File: config.mk
export PLATFORM = sky130hd
export DESIGN_NAME = cpu_core
export DESIGN_NICKNAME = d
export VERILOG_FILES = /design/src/source/cpu_pkg.sv /design/src/source/cpu_alu.sv /design/src/source/cpu_seq.sv /design/src/source/cpu_regs.sv /design/src/source/cpu_core.sv
export SDC_FILE = /design/constraint.sdc
export NUM_CORES = 2
export LEC_CHECK = 0
export BUFFER_PORTS_ARGS = -buffer_cell sky130_fd_sc_hd__clkbuf_2
export CAP_MARGIN = 10
export CORE_MARGIN = 2
export CORE_UTILIZATION = 25
export CTS_CLUSTER_DIAMETER = 150
export DETAILED_ROUTE_END_ITERATION = 8
export PLACE_DENSITY = 0.38
export SETUP_SLACK_MARGIN = 0.15
export SYNTH_ARGS = -nofsm -noshare
export SYNTH_HDL_FRONTEND = slang
export SYNTH_SLANG_ARGS = --single-unit
File: constraint.sdc
create_clock -name clk -period 30.1 [get_ports clk]
set_input_delay 6.02 -clock clk [delete_from_list [all_inputs] [get_ports clk]]
set_output_delay 6.02 -clock clk [all_outputs]
set_load 0.05 [all_outputs]
File: src/source/cpu_pkg.sv
// ============================
// shared types and encodings of the cpu core
// instruction word: op[11:8] size[7:6] dst[5:3] src[2:0]
// OP_ST stores the register named by the dst field
// ============================
package cpu_pkg;

    typedef logic [31:0] word_t;     // register contents, din, wdata, operands
    typedef logic [11:0] ins_t;
    typedef logic [3:0]  op_t;
    typedef logic [1:0]  size_t;
    typedef logic [2:0]  rsel_t;     // 0-3 banked accumulators, 4-7 shared pointers

    localparam op_t OP_LDI   = 4'd0;
    localparam op_t OP_LDR   = 4'd1;
    localparam op_t OP_ADD   = 4'd2;
    localparam op_t OP_SUB   = 4'd3;
    localparam op_t OP_AND   = 4'd4;
    localparam op_t OP_OR    = 4'd5;
    localparam op_t OP_XOR   = 4'd6;
    localparam op_t OP_EXF   = 4'd7;
    localparam op_t OP_LDRFP = 4'd8;  // bank select from din
    localparam op_t OP_ST    = 4'd9;
    localparam op_t OP_STF   = 4'd10; // store status word

    localparam size_t SZ_BYTE = 2'd0;
    localparam size_t SZ_WORD = 2'd1;
    localparam size_t SZ_LONG = 2'd2;

    // microcode selectors
    typedef logic [1:0] ral_sel_t;
    typedef logic [1:0] opnd_sel_t;
    typedef logic [1:0] ld_sel_t;
    typedef logic [2:0] cc_sel_t;
    typedef logic [1:0] rmux_sel_t;

    localparam ral_sel_t  RAL_NONE  = 2'd0;
    localparam ral_sel_t  RAL_SRC   = 2'd1;
    localparam ral_sel_t  RAL_DST   = 2'd2;

    localparam opnd_sel_t OPND_NONE = 2'd0;
    localparam opnd_sel_t OPND_LD0  = 2'd1;  // reads the dst register
    localparam opnd_sel_t OPND_LD1  = 2'd2;  // reads the src register

    localparam ld_sel_t   LD_NONE   = 2'd0;
    localparam ld_sel_t   LD_DST    = 2'd1;
    localparam ld_sel_t   LD_RFP    = 2'd2;

    localparam cc_sel_t   CC_NONE     = 3'd0;
    localparam cc_sel_t   CC_ARITH_N0 = 3'd1;
    localparam cc_sel_t   CC_ARITH_N1 = 3'd2;
    localparam cc_sel_t   CC_LOGIC_H1 = 3'd3;
    localparam cc_sel_t   CC_LOGIC_H0 = 3'd4;

    localparam rmux_sel_t RMUX_REG  = 2'd0;
    localparam rmux_sel_t RMUX_DIN  = 2'd1;
    localparam rmux_sel_t RMUX_SR   = 2'd2;

    typedef enum logic [2:0] {
        SEQ_IDLE  = 3'd0,
        SEQ_STEP1 = 3'd1,
        SEQ_STEP2 = 3'd2,
        SEQ_STEP3 = 3'd3,
        SEQ_STEP4 = 3'd4
    } seq_state_t;

endpackage

File: src/source/cpu_alu.sv
// ============================
// combinational, flags judged at the operand size
// v is parity of the low byte for logic operations
// ============================
`timescale 1ns/1ps

module cpu_alu (
    input  cpu_pkg::op_t   op,
    input  cpu_pkg::size_t size,
    input  cpu_pkg::word_t op0,
    input  cpu_pkg::word_t op1,
    output cpu_pkg::word_t rslt,
    output logic           si,
    output logic           zi,
    output logic           hi,
    output logic           vi,
    output logic           ci
);
    import cpu_pkg::*;

    logic [32:0] arith;
    logic [32:0] cv;        // carry or borrow into each bit
    logic        ov;
    logic        logic_op;

    always_comb begin
        if (op == OP_SUB) begin
            arith = {1'b0, op0} - {1'b0, op1};
        end else begin
            arith = {1'b0, op0} + {1'b0, op1};
        end
        cv = arith ^ {1'b0, op0} ^ {1'b0, op1};
        logic_op = (op == OP_AND) || (op == OP_OR) || (op == OP_XOR);
        case (op)
            OP_ADD, OP_SUB: rslt = arith[31:0];
            OP_AND:         rslt = op0 & op1;
            OP_OR:          rslt = op0 | op1;
            OP_XOR:         rslt = op0 ^ op1;
            default:        rslt = op1;         // loads pass op1
        endcase
        case (size)
            SZ_BYTE: begin
                si = rslt[7];
                zi = (rslt[7:0] == 8'd0);
                ci = cv[8];
                ov = cv[7] ^ cv[8];
            end
            SZ_WORD: begin
                si = rslt[15];
                zi = (rslt[15:0] == 16'd0);
                ci = cv[16];
                ov = cv[15] ^ cv[16];
            end
            default: begin
                si = rslt[31];
                zi = (rslt == 32'd0);
                ci = cv[32];
                ov = cv[31] ^ cv[32];
            end
        endcase
        hi = cv[4];
        vi = logic_op ? ~^rslt[7:0] : ov;   // even parity
    end

endmodule

File: src/source/cpu_seq.sv
// ============================
// start is taken only while idle and cen is high
// done and wr are low whenever cen is low
// ============================
`timescale 1ns/1ps

module cpu_seq (
    input  logic               clk,
    input  logic               rst,
    input  logic               cen,
    input  logic               start,
    input  cpu_pkg::ins_t      ins,
    output cpu_pkg::op_t       op,
    output cpu_pkg::size_t     size,
    output cpu_pkg::rsel_t     dst_r,
    output cpu_pkg::rsel_t     src_r,
    output cpu_pkg::ral_sel_t  ral_sel,
    output cpu_pkg::opnd_sel_t opnd_sel,
    output cpu_pkg::rmux_sel_t rmux_sel,
    output cpu_pkg::ld_sel_t   ld_sel,
    output cpu_pkg::cc_sel_t   cc_sel,
    output logic               exff,
    output logic               busy,
    output logic               done,
    output logic               wr
);
    import cpu_pkg::*;

    seq_state_t state;
    ins_t       ins_q;
    logic       last;
    cc_sel_t    alu_cc;

    assign op    = ins_q[11:8];
    assign size  = ins_q[7:6];
    assign dst_r = ins_q[5:3];
    assign src_r = ins_q[2:0];

    assign busy = (state != SEQ_IDLE);
    assign done = cen & busy & last;
    assign wr   = done & ((op == OP_ST) || (op == OP_STF));

    always_comb begin
        case (op)
            OP_ADD, OP_SUB, OP_AND, OP_OR, OP_XOR: last = (state == SEQ_STEP4);
            OP_LDR, OP_ST:                         last = (state == SEQ_STEP3);
            OP_LDI, OP_STF:                        last = (state == SEQ_STEP2);
            default:                               last = (state == SEQ_STEP1);
        endcase
        case (op)
            OP_ADD:  alu_cc = CC_ARITH_N0;
            OP_SUB:  alu_cc = CC_ARITH_N1;
            OP_AND:  alu_cc = CC_LOGIC_H1;
            default: alu_cc = CC_LOGIC_H0;
        endcase
    end

    // microcode, one pattern per step
    always_comb begin
        ral_sel  = RAL_NONE;
        opnd_sel = OPND_NONE;
        rmux_sel = RMUX_REG;
        ld_sel   = LD_NONE;
        cc_sel   = CC_NONE;
        exff     = 1'b0;
        case (op)
            OP_ADD, OP_SUB, OP_AND, OP_OR, OP_XOR: begin
                case (state)
                    SEQ_STEP1: ral_sel = RAL_DST;
                    SEQ_STEP2: begin
                        ral_sel  = RAL_SRC;
                        opnd_sel = OPND_LD0;
                    end
                    SEQ_STEP3: opnd_sel = OPND_LD1;
                    SEQ_STEP4: begin
                        ld_sel = LD_DST;
                        cc_sel = alu_cc;
                    end
                    default: ;
                endcase
            end
            OP_LDR: begin
                case (state)
                    SEQ_STEP1: ral_sel = RAL_SRC;
                    SEQ_STEP2: begin
                        ral_sel  = RAL_DST;     // dst taken alongside the operand
                        opnd_sel = OPND_LD1;
                    end
                    SEQ_STEP3: ld_sel = LD_DST;
                    default: ;
                endcase
            end
            OP_LDI: begin
                if (state == SEQ_STEP1) begin
                    ral_sel  = RAL_DST;
                    opnd_sel = OPND_LD1;
                    rmux_sel = RMUX_DIN;
                end else if (state == SEQ_STEP2) begin
                    ld_sel = LD_DST;
                end
            end
            OP_ST: begin
                if (state == SEQ_STEP1) begin
                    ral_sel = RAL_DST;
                end else if (state == SEQ_STEP2) begin
                    opnd_sel = OPND_LD0;
                end
            end
            OP_STF: begin
                if (state == SEQ_STEP1) begin
                    opnd_sel = OPND_LD0;
                    rmux_sel = RMUX_SR;
                end
            end
            OP_EXF:   exff   = (state == SEQ_STEP1);
            OP_LDRFP: ld_sel = (state == SEQ_STEP1) ? LD_RFP : LD_NONE;
            default: ;
        endcase
    end

    always_ff @(posedge clk or posedge rst) begin
        if (rst) begin
            state <= SEQ_IDLE;
            ins_q <= '0;
        end else if (cen) begin
            if (state == SEQ_IDLE) begin
                if (start) begin
                    state <= SEQ_STEP1;
                    ins_q <= ins;
                end
            end else if (last) begin
                state <= SEQ_IDLE;
            end else begin
                state <= seq_state_t'(state + 3'd1);
            end
        end
    end

endmodule

File: src/source/cpu_regs.sv
// ============================
// BANKS must be 2 or 4
// operands load at full width, size applies on write-back
// status word: bit 15 set, rfp in 13:12, flags in 7:0
// ============================
`timescale 1ns/1ps

module cpu_regs #(
    parameter int BANKS = 4
) (
    input  logic               clk,
    input  logic               rst,
    input  logic               cen,
    input  cpu_pkg::size_t     size,
    input  cpu_pkg::rsel_t     dst_r,
    input  cpu_pkg::rsel_t     src_r,
    input  cpu_pkg::ral_sel_t  ral_sel,
    input  cpu_pkg::opnd_sel_t opnd_sel,
    input  cpu_pkg::rmux_sel_t rmux_sel,
    input  cpu_pkg::ld_sel_t   ld_sel,
    input  cpu_pkg::cc_sel_t   cc_sel,
    input  logic               exff,
    input  cpu_pkg::word_t     din,
    input  cpu_pkg::word_t     rslt,
    input  logic               si,
    input  logic               zi,
    input  logic               hi,
    input  logic               vi,
    input  logic               ci,
    output cpu_pkg::word_t     op0,
    output cpu_pkg::word_t     op1
);
    import cpu_pkg::*;

    localparam int RFP_W  = $clog2(BANKS);
    localparam int CODE_W = RFP_W + 3;      // {ptr, bank, index}

    word_t              accs [BANKS*4];
    word_t              ptrs [4];
    logic [5:0]         fmain;              // s z h v n c
    logic [5:0]         falt;
    logic [RFP_W-1:0]   rfp;
    logic [CODE_W-1:0]  src;
    logic [CODE_W-1:0]  dst;
    logic [CODE_W-1:0]  rd_code;
    word_t              rd_val;
    word_t              dst_val;
    word_t              wb_val;
    word_t              rmux;
    logic [15:0]        sr;

    // full register code, pointers ignore the bank
    function automatic logic [CODE_W-1:0] reg_code(input rsel_t r);
        logic [RFP_W-1:0] bank;
        bank = r[2] ? '0 : rfp;
        reg_code = {r[2], bank, r[1:0]};
    endfunction

    function automatic word_t reg_read(input logic [CODE_W-1:0] code);
        if (code[CODE_W-1]) begin
            reg_read = ptrs[code[1:0]];
        end else begin
            reg_read = accs[code[CODE_W-2:0]];
        end
    endfunction

    assign sr = {1'b1, 1'b0, 2'(rfp), 4'd0,
                 fmain[5], fmain[4], 1'b0, fmain[3], 1'b0, fmain[2], fmain[1], fmain[0]};

    always_comb begin
        rd_code = (opnd_sel == OPND_LD0) ? dst : src;
        rd_val  = reg_read(rd_code);
        dst_val = reg_read(dst);
        case (rmux_sel)
            RMUX_DIN: rmux = din;
            RMUX_SR:  rmux = {16'd0, sr};
            default:  rmux = rd_val;
        endcase
        case (size)
            SZ_BYTE: wb_val = {dst_val[31:8], rslt[7:0]};   // upper bits kept
            SZ_WORD: wb_val = {dst_val[31:16], rslt[15:0]};
            default: wb_val = rslt;
        endcase
    end

    always_ff @(posedge clk or posedge rst) begin
        if (rst) begin
            for (int i = 0; i < BANKS*4; i++) begin
                accs[i] <= '0;
            end
            for (int i = 0; i < 4; i++) begin
                ptrs[i] <= '0;
            end
            fmain <= '0;
            falt  <= '0;
            rfp   <= '0;
            src   <= '0;
            dst   <= '0;
            op0   <= '0;
            op1   <= '0;
        end else if (cen) begin
            if (exff) begin
                {fmain, falt} <= {falt, fmain};
            end
            case (cc_sel)
                CC_ARITH_N0: fmain <= {si, zi, hi, vi, 1'b0, ci};
                CC_ARITH_N1: fmain <= {si, zi, hi, vi, 1'b1, ci};
                CC_LOGIC_H1: fmain <= {si, zi, 1'b1, vi, 1'b0, 1'b0}; // v is parity here
                CC_LOGIC_H0: fmain <= {si, zi, 1'b0, vi, 1'b0, 1'b0};
                default: ;
            endcase
            case (ral_sel)
                RAL_SRC: src <= reg_code(src_r);
                RAL_DST: dst <= reg_code(dst_r);
                default: ;
            endcase
            case (opnd_sel)
                OPND_LD0: op0 <= rmux;
                OPND_LD1: op1 <= rmux;
                default: ;
            endcase
            case (ld_sel)
                LD_DST: begin
                    if (dst[CODE_W-1]) begin
                        ptrs[dst[1:0]] <= wb_val;
                    end else begin
                        accs[dst[CODE_W-2:0]] <= wb_val;
                    end
                end
                LD_RFP: rfp <= din[RFP_W-1:0];    // din modulo BANKS
                default: ;
            endcase
        end
    end

endmodule

File: src/source/cpu_core.sv
// ============================
// register and datapath core, BANKS is 2 or 4
// wdata is op0, valid while wr is high
// ============================
`timescale 1ns/1ps

module cpu_core #(
    parameter int BANKS = 4
) (
    input  logic           clk,
    input  logic           rst,
    input  logic           cen,
    input  logic           start,
    input  cpu_pkg::ins_t  ins,
    input  cpu_pkg::word_t din,
    output logic           busy,
    output logic           done,
    output logic           wr,
    output cpu_pkg::word_t wdata
);
    import cpu_pkg::*;

    op_t       op;
    size_t     size;
    rsel_t     dst_r;
    rsel_t     src_r;
    ral_sel_t  ral_sel;
    opnd_sel_t opnd_sel;
    rmux_sel_t rmux_sel;
    ld_sel_t   ld_sel;
    cc_sel_t   cc_sel;
    logic      exff;
    word_t     op1;
    word_t     rslt;
    logic      si;
    logic      zi;
    logic      hi;
    logic      vi;
    logic      ci;

    cpu_seq seq_i (
        .clk      (clk),
        .rst      (rst),
        .cen      (cen),
        .start    (start),
        .ins      (ins),
        .op       (op),
        .size     (size),
        .dst_r    (dst_r),
        .src_r    (src_r),
        .ral_sel  (ral_sel),
        .opnd_sel (opnd_sel),
        .rmux_sel (rmux_sel),
        .ld_sel   (ld_sel),
        .cc_sel   (cc_sel),
        .exff     (exff),
        .busy     (busy),
        .done     (done),
        .wr       (wr)
    );

    cpu_regs #(
        .BANKS (BANKS)
    ) regs_i (
        .clk      (clk),
        .rst      (rst),
        .cen      (cen),
        .size     (size),
        .dst_r    (dst_r),
        .src_r    (src_r),
        .ral_sel  (ral_sel),
        .opnd_sel (opnd_sel),
        .rmux_sel (rmux_sel),
        .ld_sel   (ld_sel),
        .cc_sel   (cc_sel),
        .exff     (exff),
        .din      (din),
        .rslt     (rslt),
        .si       (si),
        .zi       (zi),
        .hi       (hi),
        .vi       (vi),
        .ci       (ci),
        .op0      (wdata),      // store path
        .op1      (op1)
    );

    cpu_alu alu_i (
        .op   (op),
        .size (size),
        .op0  (wdata),
        .op1  (op1),
        .rslt (rslt),
        .si   (si),
        .zi   (zi),
        .hi   (hi),
        .vi   (vi),
        .ci   (ci)
    );

endmodule

==> flow_metrics.tcl <==
set metrics [dict create \
    cts.hold.buffers_added 0 \
    final_layout_setup_total_negative_slack_ps 0 \
    detailed_place_hpwl_microns 108000 \
    grt_pass1_wl_microns 263000 \
    dr_vias 35000 \
    wire_per_inst_microns 27.5 \
    clock_sinks 743 \
    ys_async_sr_fraction 1.00 \
    yosysUniqueCellTypes 86 \
    total_setup_violations_reported_at_the_end_of_the_flow 0 \
    gr-max-usage-layer "met2" \
    final-instance-count-excl-fill 6579 \
    grt_overflow_total 0 \
    initial_utilization 0.252 \
    synthesis.nets 4424 \
    setup_ws_post_layout_ps 16620 \
    drt_wirelength_microns 181000 \
    cts.repair_timing.setup_buffer_count 0 \
    gate_count_after_technology_mapping 4267 \
    synth.yosys.seq_area_share 0.423 \
    dominant_cell_type_by_area_after_synthesis "sky130_fd_sc_hd__dfrtp_1" \
    total_leakage_power_nw 21.4 \
    worst_slack_at_placement_ps 16660 \
    endpoint "wr" \
    power.total_mw 5.46 \
    clock_path_buffers 3 \
    detailedRoute.firstPassIterationCount 9 \
    crit_start "cen" \
    std_cell_rows 153 \
    gp_congestion 0.813 \
    cts_tree "done" \
    grt_use_met1 0.281 \
    setup.reg_to_reg.worst_slack_ps 23420 \
    detailedRoute.firstIterationViolations 2967 \
    critical_path_class "input pin to primary output" \
    crit-reg2reg-capture "regs_i.op0[5]$_DFFE_PP0P_" \
    drc 0 \
    yosys_register_bits 743 \
    ctsResizeCount 0 \
    skew_ps 63.0 \
    worst_ep_required_time_ps 24080 \
    fp.dieArea_sq_mm 0.179 \
    timing.critical_path.to_type "primary output" \
    yosys_most_used_dff "sky130_fd_sc_hd__dfrtp_1" \
    max_slew_vio_count 0 \
    final_net_count 4326 \
    globalRouteTotalUtil 0.199 \
    postPlaceCellArea_sq_mm 0.0470 \
    postSynthAreaPerCell_sq_um 10.3 \
    global_route.usage.met3 0.0293 \
    slew_headroom 0.118 \
    critPathLaunchType "input pin" \
    yosys_top_cell_area_share 0.423 \
    area_growth_syn_to_layout_pct 14.6 \
    rsz0062_at_grt "false" \
    timing.critical_path.fanout_max 17 \
    grt_max_degree 150 \
    die_w_microns 423 \
    grt_pass1_vias 34900 \
    use_met2 0.312 \
    vdd_ir_drop_max_mv 0.0869 \
    syn_std_cell_area_sq_mm 0.0440 \
    maxCapViolCount 0 \
    viasPerCell 5.33 \
    fp.dieH_microns 423 \
    reg2reg_path_depth 13 \
    hold-worst-slack_ps 472 \
    postLayoutCoreUtil 0.289 \
    crit-reg2reg-launch "seq_i.ins_q[8]$_DFFE_PP0P_" \
    cp_data_arrival_time_ps 7460 \
    clkSlewWorstSetupHoldPaths_ps 50 \
    worst_margin_slew_ps 1310 \
    layout_worst_path_cycle_share 0.448 \
    synthesis.yosys.warnings 0 \
    route.antenna.remaining_nets 0 \
    placedCellCount 6394 \
    fmaxAchievable_ghz 0.0742 \
    min-delay-path-class "flip-flop to flip-flop" \
    finalHoldViolations 0 \
    antenna_found_initial 13 \
    power_per_cell_area_mw_per_mm2 108 \
    boundaryPins 83 \
    numCtsBuffers 96 \
    htreeDepth 3 \
    layout_min_cycle_time_ps 13480 \
    layout-drive-gt1-share 0.267 \
    post-route-cell-area_sq_mm 0.0504 \
    core_area_sq_mm 0.174 \
    clockRootBuffer "sky130_fd_sc_hd__clkbuf_16" \
    source_to_sink_clock_delay_at_the_later_pin_of_the_worst_skew_pair_ps 730 \
    synth_area_leaders "sky130_fd_sc_hd__dfrtp_1 (42%), sky130_fd_sc_hd__mux2_2 (13%), sky130_fd_sc_hd__mux4_2 (8.3%)" \
    status "finished, final reports clean" \
    synth-edff-count 0 \
    numPortBuffers 82 \
]
## cells by family after synthesis
logic type	count (synthesis)	share of synthesized area
adder cells (fa/ha/maj)	109	0.0312
multiplexers	724	0.226
buffers and inverters	500	0.0455
AND/OR/NAND/NOR	1130	0.118
flip-flops	743	0.423
AO/OA/AOI/OAI	992	0.142
XOR/XNOR	69	0.0141
## routing by layer
layer  vias to the layer above  part of all wire
met5                         -           0.00027
met4                         8             0.030
met3                       263             0.053
met2                      1080              0.45
met1                     18200              0.46
li1                      15500                 -
## critical path, cell delays in order
cell and delay (ps):
sky130_fd_sc_hd__clkbuf_2 320, sky130_fd_sc_hd__nand2_1 140, sky130_fd_sc_hd__a2111oi_0 570, sky130_fd_sc_hd__clkbuf_2 390
## report_power, final
group,switching [mW],internal (mW),leakage [nW],total (mW)
registers,0.191,1.13,10.2,1.32
clock network,0.493,0.732,1.64,1.22
logic,2.01,0.908,9.54,2.91
total,2.69,2.77,21.4,5.46
## how the worst min path moves through the flow
stage	start	to	slack (ps)	depth (start not counted)
after floorplan	regs_i.accs[192]$_DFFE_PP0P_	regs_i.accs[192]$_DFFE_PP0P_	440	2
after global placement	regs_i.accs[231]$_DFFE_PP0P_	regs_i.accs[231]$_DFFE_PP0P_	450	2
after detailed placement	regs_i.accs[226]$_DFFE_PP0P_	regs_i.accs[226]$_DFFE_PP0P_	460	2
after CTS	regs_i.accs[226]$_DFFE_PP0P_	regs_i.accs[226]$_DFFE_PP0P_	470	2
after global routing	regs_i.accs[199]$_DFFE_PP0P_	regs_i.accs[199]$_DFFE_PP0P_	490	2
final	regs_i.accs[259]$_DFFE_PP0P_	regs_i.accs[259]$_DFFE_PP0P_	470	2
## Yosys cell counts (all sizes together), types with 25 or more instances
| master | count |
|---|---|
| a31oi | 28 |
| clkbuf | 314 |
| a21oi | 95 |
| o2111ai | 48 |
| a211oi | 76 |
| a22oi | 37 |
| dfrtp | 743 |
| ha | 108 |
| nor2 | 120 |
| nand2 | 476 |
| mux4 | 163 |
| mux2i | 36 |
| nor3 | 25 |
| mux2 | 525 |
| o41ai | 26 |
| and3 | 50 |
| nand3 | 344 |
| inv | 95 |
| o22ai | 25 |
| o21ai | 509 |
| nand2b | 37 |
| buf | 89 |
| xnor2 | 61 |
## flip-flops by register name, indices dropped and copies added, names as in the netlist
| signal | flops |
|---|---|
| regs_i.falt | 6 |
| regs_i.src | 5 |
| regs_i.op0 | 32 |
| regs_i.dst | 5 |
| regs_i.ptrs | 128 |
| regs_i.op1 | 32 |
| seq_i.state | 3 |
| regs_i.rfp | 2 |
| regs_i.fmain | 6 |
| seq_i.ins_q | 12 |
| regs_i.accs | 512 |
## layout make-up
type	count	area, sq um
Fill cell	18100	124000
Multi-Input combinational cell	3024	23800
Sequential cell	743	18600
Tap cell	2325	2910
Clock buffer	145	2890
Timing Repair Buffer	207	1390
Clock inverter	33	433
Inverter	97	373
Antenna cell	5	12.5
## placed cells by master, fill, tap and decap left out, types with 23 or more instances in the layout
master,netlist,layout
sky130_fd_sc_hd__o21ai_0,502,497
sky130_fd_sc_hd__and3_1,49,47
sky130_fd_sc_hd__a21oi_1,95,93
sky130_fd_sc_hd__mux2i_1,35,35
sky130_fd_sc_hd__clkbuf_2,0,82
sky130_fd_sc_hd__o2111ai_1,48,48
sky130_fd_sc_hd__xnor2_1,61,61
sky130_fd_sc_hd__clkbuf_16,0,100
sky130_fd_sc_hd__a22oi_1,37,35
sky130_fd_sc_hd__mux4_2,163,163
sky130_fd_sc_hd__nor2_1,119,117
sky130_fd_sc_hd__nor3_1,25,23
sky130_fd_sc_hd__nand2b_1,37,37
sky130_fd_sc_hd__mux2_2,515,515
sky130_fd_sc_hd__o22ai_1,25,25
sky130_fd_sc_hd__buf_4,6,122
sky130_fd_sc_hd__ha_1,108,107
sky130_fd_sc_hd__clkbuf_1,314,23
sky130_fd_sc_hd__nand2_1,474,468
sky130_fd_sc_hd__nand3_1,344,331
sky130_fd_sc_hd__a211oi_1,73,73
sky130_fd_sc_hd__a31oi_1,28,27
sky130_fd_sc_hd__inv_1,95,93
sky130_fd_sc_hd__dfrtp_1,743,737
No activity file was read; power rests on OpenSTA's default activity.
